<file path="src/design/vdp_debug_pkg.sv">
package vdp_debug_pkg;

	// ----------------------------------------------------------
	// VDP I/O port numbers
	// ----------------------------------------------------------
	typedef logic [1:0] vdp_port_t;

	// VRAM data port, not used by the init sequence
	localparam vdp_port_t port_vram     = 2'd0;
	// Control port for register writes
	localparam vdp_port_t port_ctrl     = 2'd1;
	// Palette data port, LSB then MSB
	localparam vdp_port_t port_palette  = 2'd2;
	// Indirect register port, not used by the init sequence
	localparam vdp_port_t port_indirect = 2'd3;

	// ----------------------------------------------------------
	// Init table
	// ----------------------------------------------------------
	// Six register writes plus 16 palette pairs
	localparam int INIT_STEPS = 38;

	typedef logic [5:0] step_t;
	typedef logic [3:0] pal_index_t;

	// Register write view
	typedef struct packed {
		logic       is_reg;
		logic       spare;
		logic [5:0] reg_num;
		logic [7:0] value;
	} reg_view_t;

	// Palette byte view
	typedef struct packed {
		logic       is_reg;
		logic [6:0] spare;
		logic [7:0] data;
	} pal_view_t;

	// One table word, decoded by bit 15
	typedef union packed {
		reg_view_t reg_view;
		pal_view_t pal_view;
	} init_entry_u;

endpackage

</file>
<file path="src/design/vdp_bus_if.sv">
`timescale 1ns/1ps

// Port-write bus between the init sequencer and the VDP model
interface vdp_bus_if
	import vdp_debug_pkg::*;
();
	// Held high until ack is seen
	logic      req;
	// One-cycle pulse while req is high
	logic      ack;
	vdp_port_t address;
	logic [7:0] wdata;

	// Sequencer side
	modport master (
		output req,
		output address,
		output wdata,
		input  ack
	);

	// VDP side
	modport target (
		input  req,
		input  address,
		input  wdata,
		output ack
	);

endinterface

</file>
<file path="src/design/key_conditioner.sv">
`timescale 1ns/1ps

module key_conditioner #(
	parameter int DEBOUNCE_CYCLES = 4
) (
	input  logic       clk,
	input  logic       n_reset,
	input  logic [1:0] keys,
	output logic       start,
	output logic       pause
);
	localparam int cnt_w = $clog2(DEBOUNCE_CYCLES + 1);

	logic [1:0] sync_a;
	logic [1:0] sync_b;
	logic [1:0] level;
	logic       level0_d;
	logic       start_q;

	// ----------------------------------------------------------
	// Two-flop synchronizer
	// ----------------------------------------------------------
	always_ff @(posedge clk)
	begin
		if (!n_reset)
		begin
			sync_a <= '0;
			sync_b <= '0;
		end
		else
		begin
			sync_a <= keys;
			sync_b <= sync_a;
		end
	end

	// ----------------------------------------------------------
	// Debounce, one counter per key
	// ----------------------------------------------------------
	for (genvar i = 0; i < 2; i++)
	begin : g_debounce
		// Samples that differ from the current level
		logic [cnt_w-1:0] cnt;

		always_ff @(posedge clk)
		begin
			if (!n_reset)
			begin
				cnt      <= '0;
				level[i] <= 1'b0;
			end
			else if (sync_b[i] == level[i])
			begin
				// Bounce back, start over
				cnt <= '0;
			end
			else if (cnt == cnt_w'(DEBOUNCE_CYCLES - 1))
			begin
				level[i] <= sync_b[i];
				cnt      <= '0;
			end
			else
			begin
				cnt <= cnt + 1'b1;
			end
		end
	end

	// Rising edge of key 0, registered
	always_ff @(posedge clk)
	begin
		if (!n_reset)
		begin
			level0_d <= 1'b0;
			start_q  <= 1'b0;
		end
		else
		begin
			level0_d <= level[0];
			start_q  <= level[0] & ~level0_d;
		end
	end

	assign start = start_q;
	// Pause follows the debounced level
	assign pause = level[1];

endmodule

</file>
<file path="src/design/init_table_rom.sv">
`timescale 1ns/1ps

module init_table_rom
	import vdp_debug_pkg::*;
(
	input  step_t       step,
	output init_entry_u entry
);
	// Register write word
	function automatic init_entry_u reg_entry(input logic [5:0] num, input logic [7:0] value);
		init_entry_u e;
		e                  = '0;
		e.reg_view.is_reg  = 1'b1;
		e.reg_view.reg_num = num;
		e.reg_view.value   = value;
		return e;
	endfunction

	// Palette byte word
	function automatic init_entry_u pal_entry(input logic [7:0] data);
		init_entry_u e;
		e               = '0;
		e.pal_view.data = data;
		return e;
	endfunction

	always_comb
	begin
		entry = '0;
		if (step < step_t'(INIT_STEPS))
		begin
			case (step)
			// ----------------------------------------------------------
			// Text mode, 40 columns
			// ----------------------------------------------------------
			6'd0:  entry = reg_entry(6'd0, 8'h00);
			6'd1:  entry = reg_entry(6'd1, 8'h50);
			// Name table at 0x0000
			6'd2:  entry = reg_entry(6'd2, 8'h00);
			// Pattern generator at 0x0800
			6'd3:  entry = reg_entry(6'd4, 8'h01);
			// White text on blue
			6'd4:  entry = reg_entry(6'd7, 8'hF4);
			// Palette pointer to entry 0
			6'd5:  entry = reg_entry(6'd16, 8'h00);
			// ----------------------------------------------------------
			// Palette, LSB (red/blue) then MSB (green)
			// ----------------------------------------------------------
			6'd6:  entry = pal_entry(8'h00);
			6'd7:  entry = pal_entry(8'h00);
			6'd8:  entry = pal_entry(8'h00);
			6'd9:  entry = pal_entry(8'h00);
			6'd10: entry = pal_entry(8'h33);
			6'd11: entry = pal_entry(8'h05);
			6'd12: entry = pal_entry(8'h44);
			6'd13: entry = pal_entry(8'h06);
			6'd14: entry = pal_entry(8'h37);
			6'd15: entry = pal_entry(8'h02);
			6'd16: entry = pal_entry(8'h47);
			6'd17: entry = pal_entry(8'h03);
			6'd18: entry = pal_entry(8'h52);
			6'd19: entry = pal_entry(8'h03);
			6'd20: entry = pal_entry(8'h36);
			6'd21: entry = pal_entry(8'h05);
			6'd22: entry = pal_entry(8'h62);
			6'd23: entry = pal_entry(8'h03);
			6'd24: entry = pal_entry(8'h63);
			6'd25: entry = pal_entry(8'h04);
			6'd26: entry = pal_entry(8'h53);
			6'd27: entry = pal_entry(8'h06);
			6'd28: entry = pal_entry(8'h64);
			6'd29: entry = pal_entry(8'h06);
			6'd30: entry = pal_entry(8'h21);
			6'd31: entry = pal_entry(8'h04);
			6'd32: entry = pal_entry(8'h55);
			6'd33: entry = pal_entry(8'h03);
			6'd34: entry = pal_entry(8'h55);
			6'd35: entry = pal_entry(8'h05);
			// White
			6'd36: entry = pal_entry(8'h77);
			6'd37: entry = pal_entry(8'h07);
			default: entry = '0;
			endcase
		end
	end

endmodule

</file>
<file path="src/design/init_sequencer.sv">
`timescale 1ns/1ps

module init_sequencer
	import vdp_debug_pkg::*;
(
	input  logic        clk,
	input  logic        n_reset,
	input  logic        start,
	input  logic        pause,
	vdp_bus_if.master   bus,
	output logic        busy,
	output logic        done,
	output step_t       step,
	input  init_entry_u entry
);
	// FSM states
	localparam logic [2:0] st_idle     = 3'd0;
	localparam logic [2:0] st_fetch    = 3'd1;
	localparam logic [2:0] st_data     = 3'd2;
	localparam logic [2:0] st_data_ack = 3'd3;
	localparam logic [2:0] st_reg      = 3'd4;
	localparam logic [2:0] st_reg_ack  = 3'd5;
	localparam logic [2:0] st_adv      = 3'd6;

	logic [2:0]  state_q;
	step_t       step_q;
	init_entry_u entry_q;
	logic        busy_q;
	logic        done_q;
	logic        launch_data;
	logic        launch_reg;

	// New writes only start when not paused
	assign launch_data = (state_q == st_data) && !pause;
	assign launch_reg  = (state_q == st_reg) && !pause;

	// ----------------------------------------------------------
	// Control FSM
	// ----------------------------------------------------------
	always_ff @(posedge clk)
	begin
		if (!n_reset)
		begin
			state_q <= st_idle;
			step_q  <= '0;
			busy_q  <= 1'b0;
			done_q  <= 1'b0;
			bus.req <= 1'b0;
		end
		else
		begin
			case (state_q)
			st_idle:
				if (start)
				begin
					// Also the restart path after done
					step_q  <= '0;
					busy_q  <= 1'b1;
					done_q  <= 1'b0;
					state_q <= st_fetch;
				end
			st_fetch:
				state_q <= st_data;
			st_data:
				if (launch_data)
				begin
					bus.req <= 1'b1;
					state_q <= st_data_ack;
				end
			st_data_ack:
				if (bus.ack)
				begin
					bus.req <= 1'b0;
					state_q <= entry_q.reg_view.is_reg ? st_reg : st_adv;
				end
			st_reg:
				if (launch_reg)
				begin
					bus.req <= 1'b1;
					state_q <= st_reg_ack;
				end
			st_reg_ack:
				if (bus.ack)
				begin
					bus.req <= 1'b0;
					state_q <= st_adv;
				end
			st_adv:
				if (step_q == step_t'(INIT_STEPS - 1))
				begin
					busy_q  <= 1'b0;
					done_q  <= 1'b1;
					state_q <= st_idle;
				end
				else
				begin
					step_q  <= step_q + 1'b1;
					state_q <= st_fetch;
				end
			default:
				state_q <= st_idle;
			endcase
		end
	end

	// ----------------------------------------------------------
	// Entry and bus payload
	// ----------------------------------------------------------
	always_ff @(posedge clk)
	begin
		if (state_q == st_fetch)
			entry_q <= entry;
		if (launch_data)
		begin
			bus.address <= entry_q.reg_view.is_reg ? port_ctrl : port_palette;
			bus.wdata   <= entry_q.reg_view.is_reg ? entry_q.reg_view.value
				: entry_q.pal_view.data;
		end
		else if (launch_reg)
		begin
			// Second control byte, 10 plus register number
			bus.address <= port_ctrl;
			bus.wdata   <= {2'b10, entry_q.reg_view.reg_num};
		end
	end

	assign step = step_q;
	assign busy = busy_q;
	assign done = done_q;

	// Request held with a stable payload until acknowledged
	a_req_stable: assert property (@(posedge clk) disable iff (!n_reset)
		bus.req && !bus.ack |=> bus.req && $stable(bus.address) && $stable(bus.wdata));

endmodule

</file>
<file path="src/design/vdp_port_target.sv">
`timescale 1ns/1ps

module vdp_port_target
	import vdp_debug_pkg::*;
#(
	parameter int ACK_WAIT = 2
) (
	input  logic        clk,
	input  logic        n_reset,
	vdp_bus_if.target   bus,
	input  logic [5:0]  reg_sel,
	output logic [7:0]  reg_value,
	input  pal_index_t  pal_sel,
	output logic [15:0] pal_value
);
	localparam int wait_w = $clog2(ACK_WAIT + 2);

	logic [wait_w-1:0] wait_cnt;
	logic              take;
	logic              ctrl_second;
	logic [7:0]        ctrl_data;
	logic              pal_second;
	logic [7:0]        pal_lsb;
	pal_index_t        pal_idx;
	logic [7:0]        regs [64];
	logic [15:0]       palette [16];

	// Write accepted in the ack cycle
	assign take = bus.req && bus.ack;

	// ----------------------------------------------------------
	// Ack wait
	// ----------------------------------------------------------
	always_ff @(posedge clk)
	begin
		if (!n_reset)
		begin
			wait_cnt <= '0;
			bus.ack  <= 1'b0;
		end
		else
		begin
			bus.ack <= 1'b0;
			if (bus.req && !bus.ack)
			begin
				if (wait_cnt == wait_w'(ACK_WAIT))
				begin
					bus.ack  <= 1'b1;
					wait_cnt <= '0;
				end
				else
				begin
					wait_cnt <= wait_cnt + 1'b1;
				end
			end
		end
	end

	// First bytes of a pair
	always_ff @(posedge clk)
	begin
		if (take && bus.address == port_ctrl && !ctrl_second)
			ctrl_data <= bus.wdata;
		if (take && bus.address == port_palette && !pal_second)
			pal_lsb <= bus.wdata;
	end

	// ----------------------------------------------------------
	// Register file and palette RAM
	// ----------------------------------------------------------
	always_ff @(posedge clk)
	begin
		if (!n_reset)
		begin
			ctrl_second <= 1'b0;
			pal_second  <= 1'b0;
			pal_idx     <= '0;
			for (int i = 0; i < 64; i++)
				regs[i] <= '0;
			for (int i = 0; i < 16; i++)
				palette[i] <= '0;
		end
		else if (take)
		begin
			case (bus.address)
			port_ctrl:
				if (!ctrl_second)
				begin
					ctrl_second <= 1'b1;
				end
				else
				begin
					ctrl_second <= 1'b0;
					// Only 10 is a register write, 01 and 00 set up VRAM
					if (bus.wdata[7:6] == 2'b10)
					begin
						regs[bus.wdata[5:0]] <= ctrl_data;
						// R16 is the palette pointer
						if (bus.wdata[5:0] == 6'd16)
						begin
							pal_idx    <= ctrl_data[3:0];
							pal_second <= 1'b0;
						end
					end
				end
			port_palette:
				if (!pal_second)
				begin
					pal_second <= 1'b1;
				end
				else
				begin
					// MSB commits the pair and moves on
					palette[pal_idx] <= {bus.wdata, pal_lsb};
					pal_idx          <= pal_idx + 1'b1;
					pal_second       <= 1'b0;
				end
			port_vram, port_indirect:
				// No VRAM or indirect access in this model
				ctrl_second <= 1'b0;
			endcase
		end
	end

	// Readback
	assign reg_value = regs[reg_sel];
	assign pal_value = palette[pal_sel];

	a_ack_needs_req: assert property (@(posedge clk) disable iff (!n_reset)
		bus.ack |-> bus.req);

endmodule

</file>
<file path="src/design/vdp_debug_top.sv">
`timescale 1ns/1ps

module vdp_debug_top
	import vdp_debug_pkg::*;
#(
	parameter int DEBOUNCE_CYCLES = 4,
	parameter int ACK_WAIT        = 2
) (
	input  logic        clk,
	input  logic        n_reset,
	input  logic [1:0]  keys,
	output logic        busy,
	output logic        done,
	input  logic [5:0]  reg_sel,
	output logic [7:0]  reg_value,
	input  pal_index_t  pal_sel,
	output logic [15:0] pal_value
);
	logic        start;
	logic        pause;
	step_t       step;
	init_entry_u entry;

	// Sequencer to VDP port writes
	vdp_bus_if bus_i ();

	key_conditioner #(
		.DEBOUNCE_CYCLES (DEBOUNCE_CYCLES)
	) key_i (
		.clk     (clk),
		.n_reset (n_reset),
		.keys    (keys),
		.start   (start),
		.pause   (pause)
	);

	init_table_rom rom_i (
		.step  (step),
		.entry (entry)
	);

	init_sequencer seq_i (
		.clk     (clk),
		.n_reset (n_reset),
		.start   (start),
		.pause   (pause),
		.bus     (bus_i.master),
		.busy    (busy),
		.done    (done),
		.step    (step),
		.entry   (entry)
	);

	vdp_port_target #(
		.ACK_WAIT (ACK_WAIT)
	) target_i (
		.clk       (clk),
		.n_reset   (n_reset),
		.bus       (bus_i.target),
		.reg_sel   (reg_sel),
		.reg_value (reg_value),
		.pal_sel   (pal_sel),
		.pal_value (pal_value)
	);

endmodule

</file>
<file path="config.mk">
export PLATFORM = sky130hd
export DESIGN_NAME = vdp_debug_top
export DESIGN_NICKNAME = d
export VERILOG_FILES = /design/src/design/vdp_debug_pkg.sv /design/src/design/vdp_bus_if.sv /design/src/design/key_conditioner.sv /design/src/design/init_table_rom.sv /design/src/design/init_sequencer.sv /design/src/design/vdp_port_target.sv /design/src/design/vdp_debug_top.sv
export SDC_FILE = /design/constraint.sdc
export NUM_CORES = 1
export LEC_CHECK = 0
export ABC_AREA = 1
export BUFFER_PORTS_ARGS = -buffer_cell sky130_fd_sc_hd__buf_2
export CAP_MARGIN = 20
export CORE_UTILIZATION = 55
export DETAILED_ROUTE_END_ITERATION = 6
export HOLD_SLACK_MARGIN = 0.03
export PLACE_DENSITY_LB_ADDON = 0.05
export SYNTH_ARGS = -nofsm -noshare
export SYNTH_HDL_FRONTEND = slang
export SYNTH_SLANG_ARGS = --single-unit
</file>
<file path="constraint.sdc">
create_clock -name clk -period 2.25 [get_ports clk]
set_clock_uncertainty 0.05 [all_clocks]
set_input_delay 0.45 -clock clk [delete_from_list [all_inputs] [get_ports clk]]
set_output_delay 0.45 -clock clk [all_outputs]
set_load 0.01 [all_outputs]
</file>
==> results by group, run 1 <==
Outcome
  • Status: finished, violations left
  • Failing checks: negative setup slack

CTS
  • Longest Clk Path Bufs: 3
  • Later-pin clock latency in the skew report: about 590 ps
  • H-tree depth: 2
  • Clock buffers created by TritonCTS: between 50 and 60
  • CTS tree: done
  • Clk slew on worst S/H paths: approximately 60 ps
  • Root Driver: clkbuf_16
  • Clock Sinks: roughly 520

Critical path
  • CP startpoint: target_i.palette[9][0]$_SDFFCE_PN0P_
  • Startpoint Class: register
  • Setup Crit Path Kind: reg -> out
  • Reg-to-Reg Start: seq_i.bus.wdata[6]$_SDFFCE_PN0P_
  • WP data arrival: just under 2000 ps
  • Crit end category: output pin
  • Crit path max fanout: 1
  • Worst R2R Path Depth: 9
  • Reg2reg setup slack: ~140 ps
  • R2R Path End: target_i.regs[1][1]$_SDFFCE_PN0P_
  • Required @ worst endpoint: ~1800 ps
  • Capture point of the critical path: pal_value[0]

Synthesis
  • Post-synthesis cell area: ~23000 sq um
  • Synth top area share: 0.620
  • Syn Inst Count: approximately 2400
  • Fraction of registers with async set/reset: 0
  • Largest cells by area after synthesis: edfxtp_1 (62%), nor2_1 (10%), nand2_1 (8.1%), nand3_1 (5.0%), o21ai_0 (3.1%)
  • Top FF cell, synth: edfxtp_1
  • Sequential area share after synthesis: 0.649
  • EDFF count, synth: about 480
  • Flops & latches, synth: 518
  • Yosys top cell by area: edfxtp_1
  • Netlist cell types: 29
  • Syn_area_per_cell: approximately 9.7 sq um
  • Synth Warn #: 0

Drt
  • DRT iter0 DRCs: between 2000 and 2500
  • Via/cell ratio: just under 6
  • Vias: ~18000
  • Post-DRT Antenna Nets: 0
  • Residual DRC count: 0
  • DRT Pass-1 Iters: 5
  • WL final: 66100 um
  • Post-DR wirelength/cell: between 20 and 25 um

Die
  • Io pins: 40
  • Chip height: 208 um
  • Chip Width: roughly 210 um
  • Initial Util: 0.558
  • Die ar.: roughly 43000 sq um
  • Rows: between 70 and 80
  • Core area: around 42000 sq um

Global routing
  • Vias in the first global route: between 15000 and 20000
  • GRT overflow: 0
  • Largest net degree at the start of global routing: between 50 and 60
  • First-pass GRT wire length: roughly 98000 um
  • Antenna violations before repair: 0
  • Gr usage total: 0.294

Timing
  • WHS: approximately 330 ps
  • Fin. max-slew vios: 0
  • Final Critical Period: ~2500 ps
  • Final setup viols: 8
  • Fmax: 401 MHz
  • Setup TNS: -519 ps
  • Final setup margin: -243 ps
  • Period utilisation layout: 1.11
  • Worst rel slew slack: 0.380
  • Slew @ Worst Pin: between 900 and 1000 ps
  • Final hold violations: 0
  • RSZ-0062 raised after global routing: yes

Power
  • Leakage Power: roughly 12 nW
  • Worst vdd ir: approximately 620 uV
  • Power Dens Cells: between 800 and 900 nW/um^2

Finish
  • N_diodes: 0
  • Net count, final: 2617
  • FILL cells: between 3000 and 4000
  • Most frequent cells in the layout: nor2_1 (626), edfxtp_1 (483), nand2_1 (420)
  • Synth-to-Final Area Change: 22.7%
  • Layout cells sized above 1: 0.212
  • Util after Layout: 0.685
  • Most common cell after layout, fill and taps aside: nor2_1

Place
  • Routability cong.: 0.878
  • PortBufs: 36
  • Post-DP HPWL: roughly 41000 um

Min path
  • WHS Path Cells: 1
  • HP Class: reg -> reg

Run
  • Max cap viols: 0
## cells by family after synthesis
logic type | count (synthesis) | synth area share
other | 1 | 0.000160
adder cells (fa/ha/maj) | 18 | 0.00962
buffers and inverters | 258 | 0.0437
XOR/XNOR | 1 | 0.000374
flip-flops | 518 | 0.649
AO/OA/AOI/OAI | 243 | 0.0611
AND/OR/NAND/NOR | 1384 | 0.236
## final cells by class
type	count	area (sq um)	share of cell area
well taps	539	674	0.0235
repair buffers	261	2540	0.0884
clock buffers	67	1460	0.0510
inverters	101	402	0.0140
multi-input cells	1649	8080	0.281
flip-flops and latches	518	15200	0.530
clock inverters	31	349	0.0122
## critical path, stage by stage, from the launching register on
cell and delay, ps:
edfxtp_1 370, inv_1 70, a21oi_1 50, o21ai_1 90
o21ai_2 100, o211ai_1 360, nand2_1 170, buf_2 180
## layer usage
layer / track usage / part of all wire / vias to the layer above / routed length (um)
met5: 0 / 0 / - / 0
met4: 0.0989 / 0.025 / 0 / 1630
met3: 0.0433 / 0.095 / 116 / 6270
met2: 0.456 / 0.46 / 898 / 30500
met1: 0.426 / 0.42 / 8938 / 27700
li1: - / - / 8523 / -
## cell usage after synthesis (3+ instances only)
library cell,count
nand3_1,235
o21ai_0,145
ha_1,18
nand4_1,5
nand2_1,508
nor2_1,629
o221ai_1,40
dfxtp_1,35
nor3_1,4
buf_4,3
o211ai_1,21
clkbuf_1,103
buf_2,34
inv_1,93
edfxtp_1,483
inv_2,3
buf_1,17
a21oi_1,32
clkinv_1,5
## worst min-delay path by stage
stage | start | endpoint | slack, ps
2_1_floorplan | key_i.level0_d$_SDFF_PN0_ | key_i.start$_SDFF_PN0_ | 320
4_1_cts | n_reset | target_i.pal_second$_SDFFE_PN0P_ | 300
3_5_place_dp | key_i.level0_d$_SDFF_PN0_ | key_i.start$_SDFF_PN0_ | 320
3_3_place_gp | key_i.level0_d$_SDFF_PN0_ | key_i.start$_SDFF_PN0_ | 320
6_report | key_i.level0_d$_SDFF_PN0_ | key_i.start$_SDFF_PN0_ | 330
5_1_grt | key_i.level0_d$_SDFF_PN0_ | key_i.start$_SDFF_PN0_ | 340
## power by group
group	switching [mW]	internal [mW]	total (mW)
Combinational	1.92	0.988	2.91
Clock	3.71	5.50	9.20
Sequential	0.231	11.0	11.2
## flip-flops by register name (all words and copies together), names as in the netlist
name / count
key_i.sync_b: 2
target_i.wait_cnt: 2
key_i.sync_a: 2
key_i.start: 1
target_i.ctrl_data: 7
seq_i.step: 6
key_i.level: 1
key_i.g_debounce.cnt: 6
seq_i.busy: 1
target_i.pal_second: 1
target_i.regs: 224
target_i.bus.ack: 1
target_i.palette: 224
seq_i.done: 1
seq_i.entry_q: 12
target_i.ctrl_second: 1
target_i.pal_lsb: 7
seq_i.bus.address: 2
seq_i.bus.req: 1
key_i.level0_d: 1
key_i.pause: 1
target_i.pal_idx: 4
seq_i.bus.wdata: 7
seq_i.state_q: 3
## per-stage QoR
step | std cells | area, sq um | power (mW) | worst slack [ps]
final | 3166 | 28700 | 23.4 | -243
after global routing | 3166 | 28700 | 24.1 | -304
after CTS | 3140 | 27600 | 23.2 | -281
after detailed placement | 3040 | 25400 | 14.0 | -251
after global placement | 3040 | 25400 | 14.0 | -276
after floorplan | 2425 | 23400 | 13.0 | 22.3
## timing repair
action	4_1_cts	5_1_grt
endpoints found under the hold margin	2	0
pin swaps	49	139
hold buffers	2	0
setup buffers	0	13
gates cloned	1	13
gates resized for setup	108	190
endpoints found under the setup margin	320	395
Power figures use the tool's default switching activity.
==> run 2, diff against run 1 <==
Clock period 2.25 ns to 2.4 ns, I/O delays scaled along.
==> results by group, run 2 (synthesis results as in run 1) <==
Critical path
  • Crit path max fanout: 11
  • WP data arrival: 1860 ps
  • R2R Path End: target_i.regs[49][7]$_SDFFCE_PN0P_
  • CP peak stage delay: 200 ps
  • CP startpoint: pal_sel[0]
  • Crit end category: output pin
  • Reg-to-Reg Start: seq_i.bus.address[1]$_SDFFCE_PN0P_
  • Critical path's slowest cell: o211ai_1
  • Capture point of the critical path: pal_value[5]
  • Crit-path cells: buf_4, inv_2, buf_6, buf_12, nor2_1, nor2_1, o21ai_0, o211ai_1, o211ai_1, nand2_1, buf_2
  • Worst R2R Path Depth: 10
  • Required @ worst endpoint: roughly 1900 ps
  • Setup Crit Path Kind: in -> out
  • Reg2reg setup slack: ~130 ps
  • Startpoint Class: input port

Power
  • Clock Power Share: 0.371
  • Power Dens Cells: 763 nW/um^2
  • Leakage Power: 11.0 nW
  • Worst vdd ir: 662 uV
  • Switching power share of the total: 0.255
  • Portion of total power attributed to sequential cells: 0.509
  • Combinational power share: 0.120
  • Switching power: ~5.3 mW
  • Int Pwr: between 15 and 20 mW

Die
  • Core area: 41900 sq um
  • Chip height: ~210 um
  • Die ar.: about 43000 sq um
  • Rows: 75
  • Initial Util: 0.558
  • Io pins: 40
  • Chip Width: between 200 and 250 um

CTS
  • Clock buffers created by TritonCTS: 54
  • Longest Clk Path Bufs: 3
  • Postcts setup bufs: 0
  • CTS tree: done
  • Later-pin clock latency in the skew report: between 600 and 700 ps
  • Clock Sinks: ~520
  • Clk slew on worst S/H paths: 60 ps
  • Root Driver: clkbuf_16
  • H-tree depth: 2

Timing
  • Final Critical Period: approximately 2400 ps
  • Final hold violations: 0
  • Period utilisation layout: 0.997
  • RSZ-0062 raised after global routing: yes
  • Final setup viols: 0
  • Slew @ Worst Pin: 840 ps
  • Worst rel slew slack: 0.439
  • WHS: about 340 ps
  • Fmax: between 400 and 500 MHz
  • Fin. max-slew vios: 0

Drt
  • Residual DRC count: 0
  • WL final: around 63000 um
  • Via/cell ratio: roughly 5.8
  • Post-DR wirelength/cell: 20.3 um
  • Post-DRT Antenna Nets: 0
  • DRT Pass-1 Iters: 7
  • Vias: between 15000 and 20000
  • DRT iter0 DRCs: between 1500 and 2000

Finish
  • Layout cells sized above 1: 0.134
  • Final Instance Area: 27100 sq um
  • Most common cell after layout, fill and taps aside: nor2_1
  • Net count, final: around 2600
  • Register area: 15200 sq um
  • Most frequent cells in the layout: nor2_1 (628), edfxtp_1 (483), nand2_1 (471)
  • FILL cells: 3432
  • Area of the multi-input gates: about 7400 sq um
  • Synth-to-Final Area Change: 15.9%
  • Largest registers: target_i.palette x224, target_i.regs x224, seq_i.entry_q x12
  • N_diodes: 0

Outcome
  • Status: complete, no violations

Global routing
  • First-pass GRT wire length: about 96000 um
  • Vias in the first global route: between 15000 and 20000
  • Gr usage total: 0.289
  • Largest net degree at the start of global routing: 72
  • Antenna violations before repair: 1
  • GRT overflow: 0

Place
  • Routability cong.: 0.907
  • PortBufs: 36
  • Post-DP HPWL: 40300 um
  • Post-placement cell area: 25100 sq um

Run
  • Max cap viols: 0

Min path
  • HP Class: in -> reg
  • WHS Path Cells: 4
-- run 2: cell count changes in the layout (fill, tap and decap cells not counted), moves of 11 or more --
cell,before,now
buf_4,175,141
nand3_1,128,220
o21ai_0,109,134
nand3_2,107,15
o21ai_1,32,11
buf_6,15,3
clkbuf_16,70,59
nand2_1,420,471
nand2_2,78,35
-- run 2: worst min path at each step --
stage | startpoint | endpoint | slack, ps
after floorplan | key_i.level0_d$_SDFF_PN0_ | key_i.start$_SDFF_PN0_ | 320
after global placement | key_i.level0_d$_SDFF_PN0_ | key_i.start$_SDFF_PN0_ | 330
after detailed placement | key_i.level0_d$_SDFF_PN0_ | key_i.start$_SDFF_PN0_ | 330
after CTS | n_reset | target_i.pal_second$_SDFFE_PN0P_ | 310
after global routing | key_i.level0_d$_SDFF_PN0_ | key_i.start$_SDFF_PN0_ | 350
final | n_reset | target_i.pal_second$_SDFFE_PN0P_ | 340
-- run 2: critical path, delay by kind of cell --
family,cells,cell delay [ps]
buffers and inverters,5,690
AND/OR/NAND/NOR,3,280
AO/OA/AOI/OAI,3,390
-- run 2: what timing repair did --
action	4_1_cts	5_1_grt
resized for setup	10	79
pin swaps	4	16
gates cloned	1	4
hold buffers	2	0
endpoints found under the hold margin	2	0
endpoints found under the setup margin	4	228
-- run 2: final cells by class --
cell class	count	share of cell area
Sequential cell	518	0.560
Clock buffer	75	0.0547
Timing Repair Buffer	206	0.0691
Clock inverter	20	0.00415
Tap cell	539	0.0249
Inverter	101	0.0144
Multi-Input combinational cell	1649	0.272
-- run 2: power groups by stage --
| stage | sequential, mW | clock, mW | combinational [mW] |
|---|---|---|---|
| 2_1_floorplan | 10.6 | 0 | 1.51 |
| 4_1_cts | 10.5 | 7.77 | 2.40 |
| 3_5_place_dp | 10.7 | 0 | 2.37 |
| 3_3_place_gp | 10.7 | 0 | 2.34 |
| 6_report | 10.5 | 7.68 | 2.48 |
| 5_1_grt | 10.6 | 8.10 | 2.74 |
-- run 2: layer usage --
layer / part of all wire / global-route usage / vias up
met5: 0.00013 / 0 / -
met4: 0.023 / 0.0889 / 2
met3: 0.089 / 0.0411 / 113
met2: 0.46 / 0.443 / 789
met1: 0.43 / 0.430 / 8688
li1: - / - / 8409
-- run 2: through the flow --
stage	setup slack, ps	TNS (ps)	util	power [mW]	instances
finish	6.65	0	0.647	20.7	3108
global route	-84.4	-248	0.647	21.4	3108
CTS	-21.3	-21.3	0.639	20.7	3104
detailed placement	-12.7	-14.5	0.599	13.1	3007
global placement	-11.7	-11.7	0.599	13.1	3007
floorplan	172	0	-	12.2	2425
==> run 3, diff against run 2 <==
Settings changed: SYNTH_HIERARCHICAL from default to 1.
==> results by group, run 3 <==
Outcome
  • Status: finished, violations left
  • Failing checks: design-rule violations, negative setup slack

Synthesis
  • Synth Warn #: 6
  • Syn Inst Count: 3941
  • Syn_area_per_cell: approximately 10 sq um
  • Post-synthesis cell area: ~38000 sq um

Timing
  • RSZ-0062 raised after global routing: yes
  • Worst rel slew slack: 0.297
  • Fmax: about 380 MHz
  • Period utilisation layout: 1.10
  • Final hold violations: 0
  • Final setup margin: -229 ps
  • Slew @ Worst Pin: roughly 1100 ps
  • Setup TNS: -1910 ps
  • Final setup viols: 44
  • Fin. max-slew vios: 0
  • WHS: 95.7 ps
  • Final Critical Period: 2630 ps

Finish
  • Layout cells sized above 1: 0.194
  • Largest registers: target_i/regs x512, target_i/palette x256, seq_i/entry_q x15
  • Most flop-heavy register: target_i/regs
  • Largest register FFs: around 510
  • Net count, final: 4152
  • Synth-to-Final Area Change: 21.9%
  • Util after Layout: 0.679
  • Most common cell after layout, fill and taps aside: nor2_1
  • Final Instance Area: approximately 47000 sq um
  • Most frequent cells in the layout: nor2_1 (982), edfxtp_1 (809), nand2_1 (775)
  • N_diodes: 0

Min path
  • Hold path endpoint: target_i/bus.ack$_SDFF_PN0_
  • WHS Path Cells: 3
  • Min-delay src: n_reset
  • HP Class: in -> reg

Global routing
  • Vias in the first global route: about 28000
  • First-pass GRT wire length: 165000 um
  • Gr usage total: 0.311
  • Largest net degree at the start of global routing: around 100
  • Antenna violations before repair: 1
  • GRT overflow: 0

Place
  • Post-DP HPWL: around 69000 um
  • Pre-CTS WS: -271 ps
  • Routability cong.: 0.904
  • PortBufs: 39
  • Post-placement cell area: about 42000 sq um

Critical path
  • WP data arrival: about 2100 ps
  • Startpoint Class: register
  • CP peak stage delay: between 300 and 400 ps
  • Reg-to-Reg Start: seq_i/bus.address[1]$_SDFFCE_PN0P_
  • Worst R2R Path Depth: 15
  • Critical path's slowest cell: edfxtp_1
  • Crit-path most repeated cell: o21ai_1
  • Required @ worst endpoint: around 1900 ps
  • R2R Path End: target_i/ctrl_data[6]$_DFFE_PP_
  • Crit end category: output pin
  • Crit path max fanout: 1
  • Crit-path cells: nor2_2, nor2_1, o21ai_1, o21ai_1, o211ai_1, nand2_1, buf_2
  • Reg2reg setup slack: -40 ps
  • CP startpoint: target_i/palette[9][8]$_SDFFCE_PN0P_
  • Setup Crit Path Kind: reg -> out

Drt
  • WL final: around 110000 um
  • Via/cell ratio: between 5 and 6
  • Post-DRT Antenna Nets: 0
  • Residual DRC count: 4
  • DRT Pass-1 Iters: 7
  • Post-DR wirelength/cell: about 22 um
  • DRT iter0 DRCs: 3741
  • Vias: just under 30000

Die
  • Chip height: between 200 and 300 um
  • Io pins: 40
  • Rows: 96
  • Die ar.: roughly 71000 sq um
  • Chip Width: 266 um
  • Core area: between 60000 and 70000 sq um
  • Initial Util: 0.557

CTS
  • Clock buffers created by TritonCTS: approximately 90
  • Clk slew on worst S/H paths: around 60 ps
  • H-tree depth: 3
  • CTS tree: done
  • Root Driver: clkbuf_16
  • Later-pin clock latency in the skew report: approximately 640 ps
  • Longest Clk Path Bufs: 3
  • Clock Sinks: 844

Power
  • Leakage Power: approximately 18 nW
  • Worst vdd ir: 658 uV
  • Power Dens Cells: between 600 and 700 nW/um^2

Run
  • Max cap viols: 0
-- run 3: cell count changes in the layout (fill, tap and decap cells not counted), sizes merged, moves of 24 or more --
| cell | delta |
|---|---|
| o21ai | +24 |
| edfxtp | +326 |
| clkbuf | +43 |
| o221ai | -40 |
| nor2 | +396 |
| o211ai | +43 |
| nand2 | +407 |
| buf | +154 |
| nand3 | +248 |
-- run 3: layout make-up --
class	instances	area [sq um]
clock buffer	118	2380
clock inverter	43	328
fill	5271	22100
inverter	96	413
multi-input combinational	2731	13400
sequential	844	25000
tap	931	1160
timing repair buffer	365	4110
-- run 3: timing repair --
action / CTS / global route
setup buffers: 12 / 14
hold buffers: 2 / 0
hold endpoints to repair: 2 / 0
gates cloned: 7 / 4
endpoints found under the setup margin: 377 / 478
pin swaps: 115 / 88
resized for setup: 188 / 263
-- run 3: where the power goes --
group          switching (mW)  internal, mW  leakage (nW)  total [mW]
sequential              0.212          16.7          8.04        16.9
clock                    5.65          7.29          1.32        12.9
combinational            1.66         0.937          9.00        2.60
total                    7.52          24.9          18.4        32.5
-- run 3: per-layer routing --
metal | global-route usage | wire length [um]
met2 | 0.482 | 50900
met1 | 0.440 | 45300
met4 | 0.0954 | 3230
met5 | 0 | 11
met3 | 0.0680 | 11400
-- run 3: worst max-delay path, delay by kind of cell (launching register included) --
kind | cells | cell delay [ps]
and+or+nand+nor | 3 | 340
AOI/OAI and AO/OA | 3 | 560
DFF | 1 | 370
buffers and inverters | 1 | 180
-- run 3: worst max path at each step --
stage / end / depth (start not counted) / slack (ps)
floorplan: target_i/palette[4][0]$_SDFFCE_PN0P_ / 9 / 2
global placement: reg_value[0] / 13 / -270
detailed placement: reg_value[0] / 13 / -270
CTS: pal_value[8] / 7 / -230
global route: pal_value[12] / 7 / -300
finish: pal_value[8] / 7 / -230
-- run 3: stage by stage --
step / total power [mW] / std cells
final: 32.5 / 5128
after global routing: 33.4 / 5128
after CTS: 32.4 / 5114
after detailed placement: 19.4 / 4938
after global placement: 19.4 / 4938
after floorplan: 18.4 / 3943
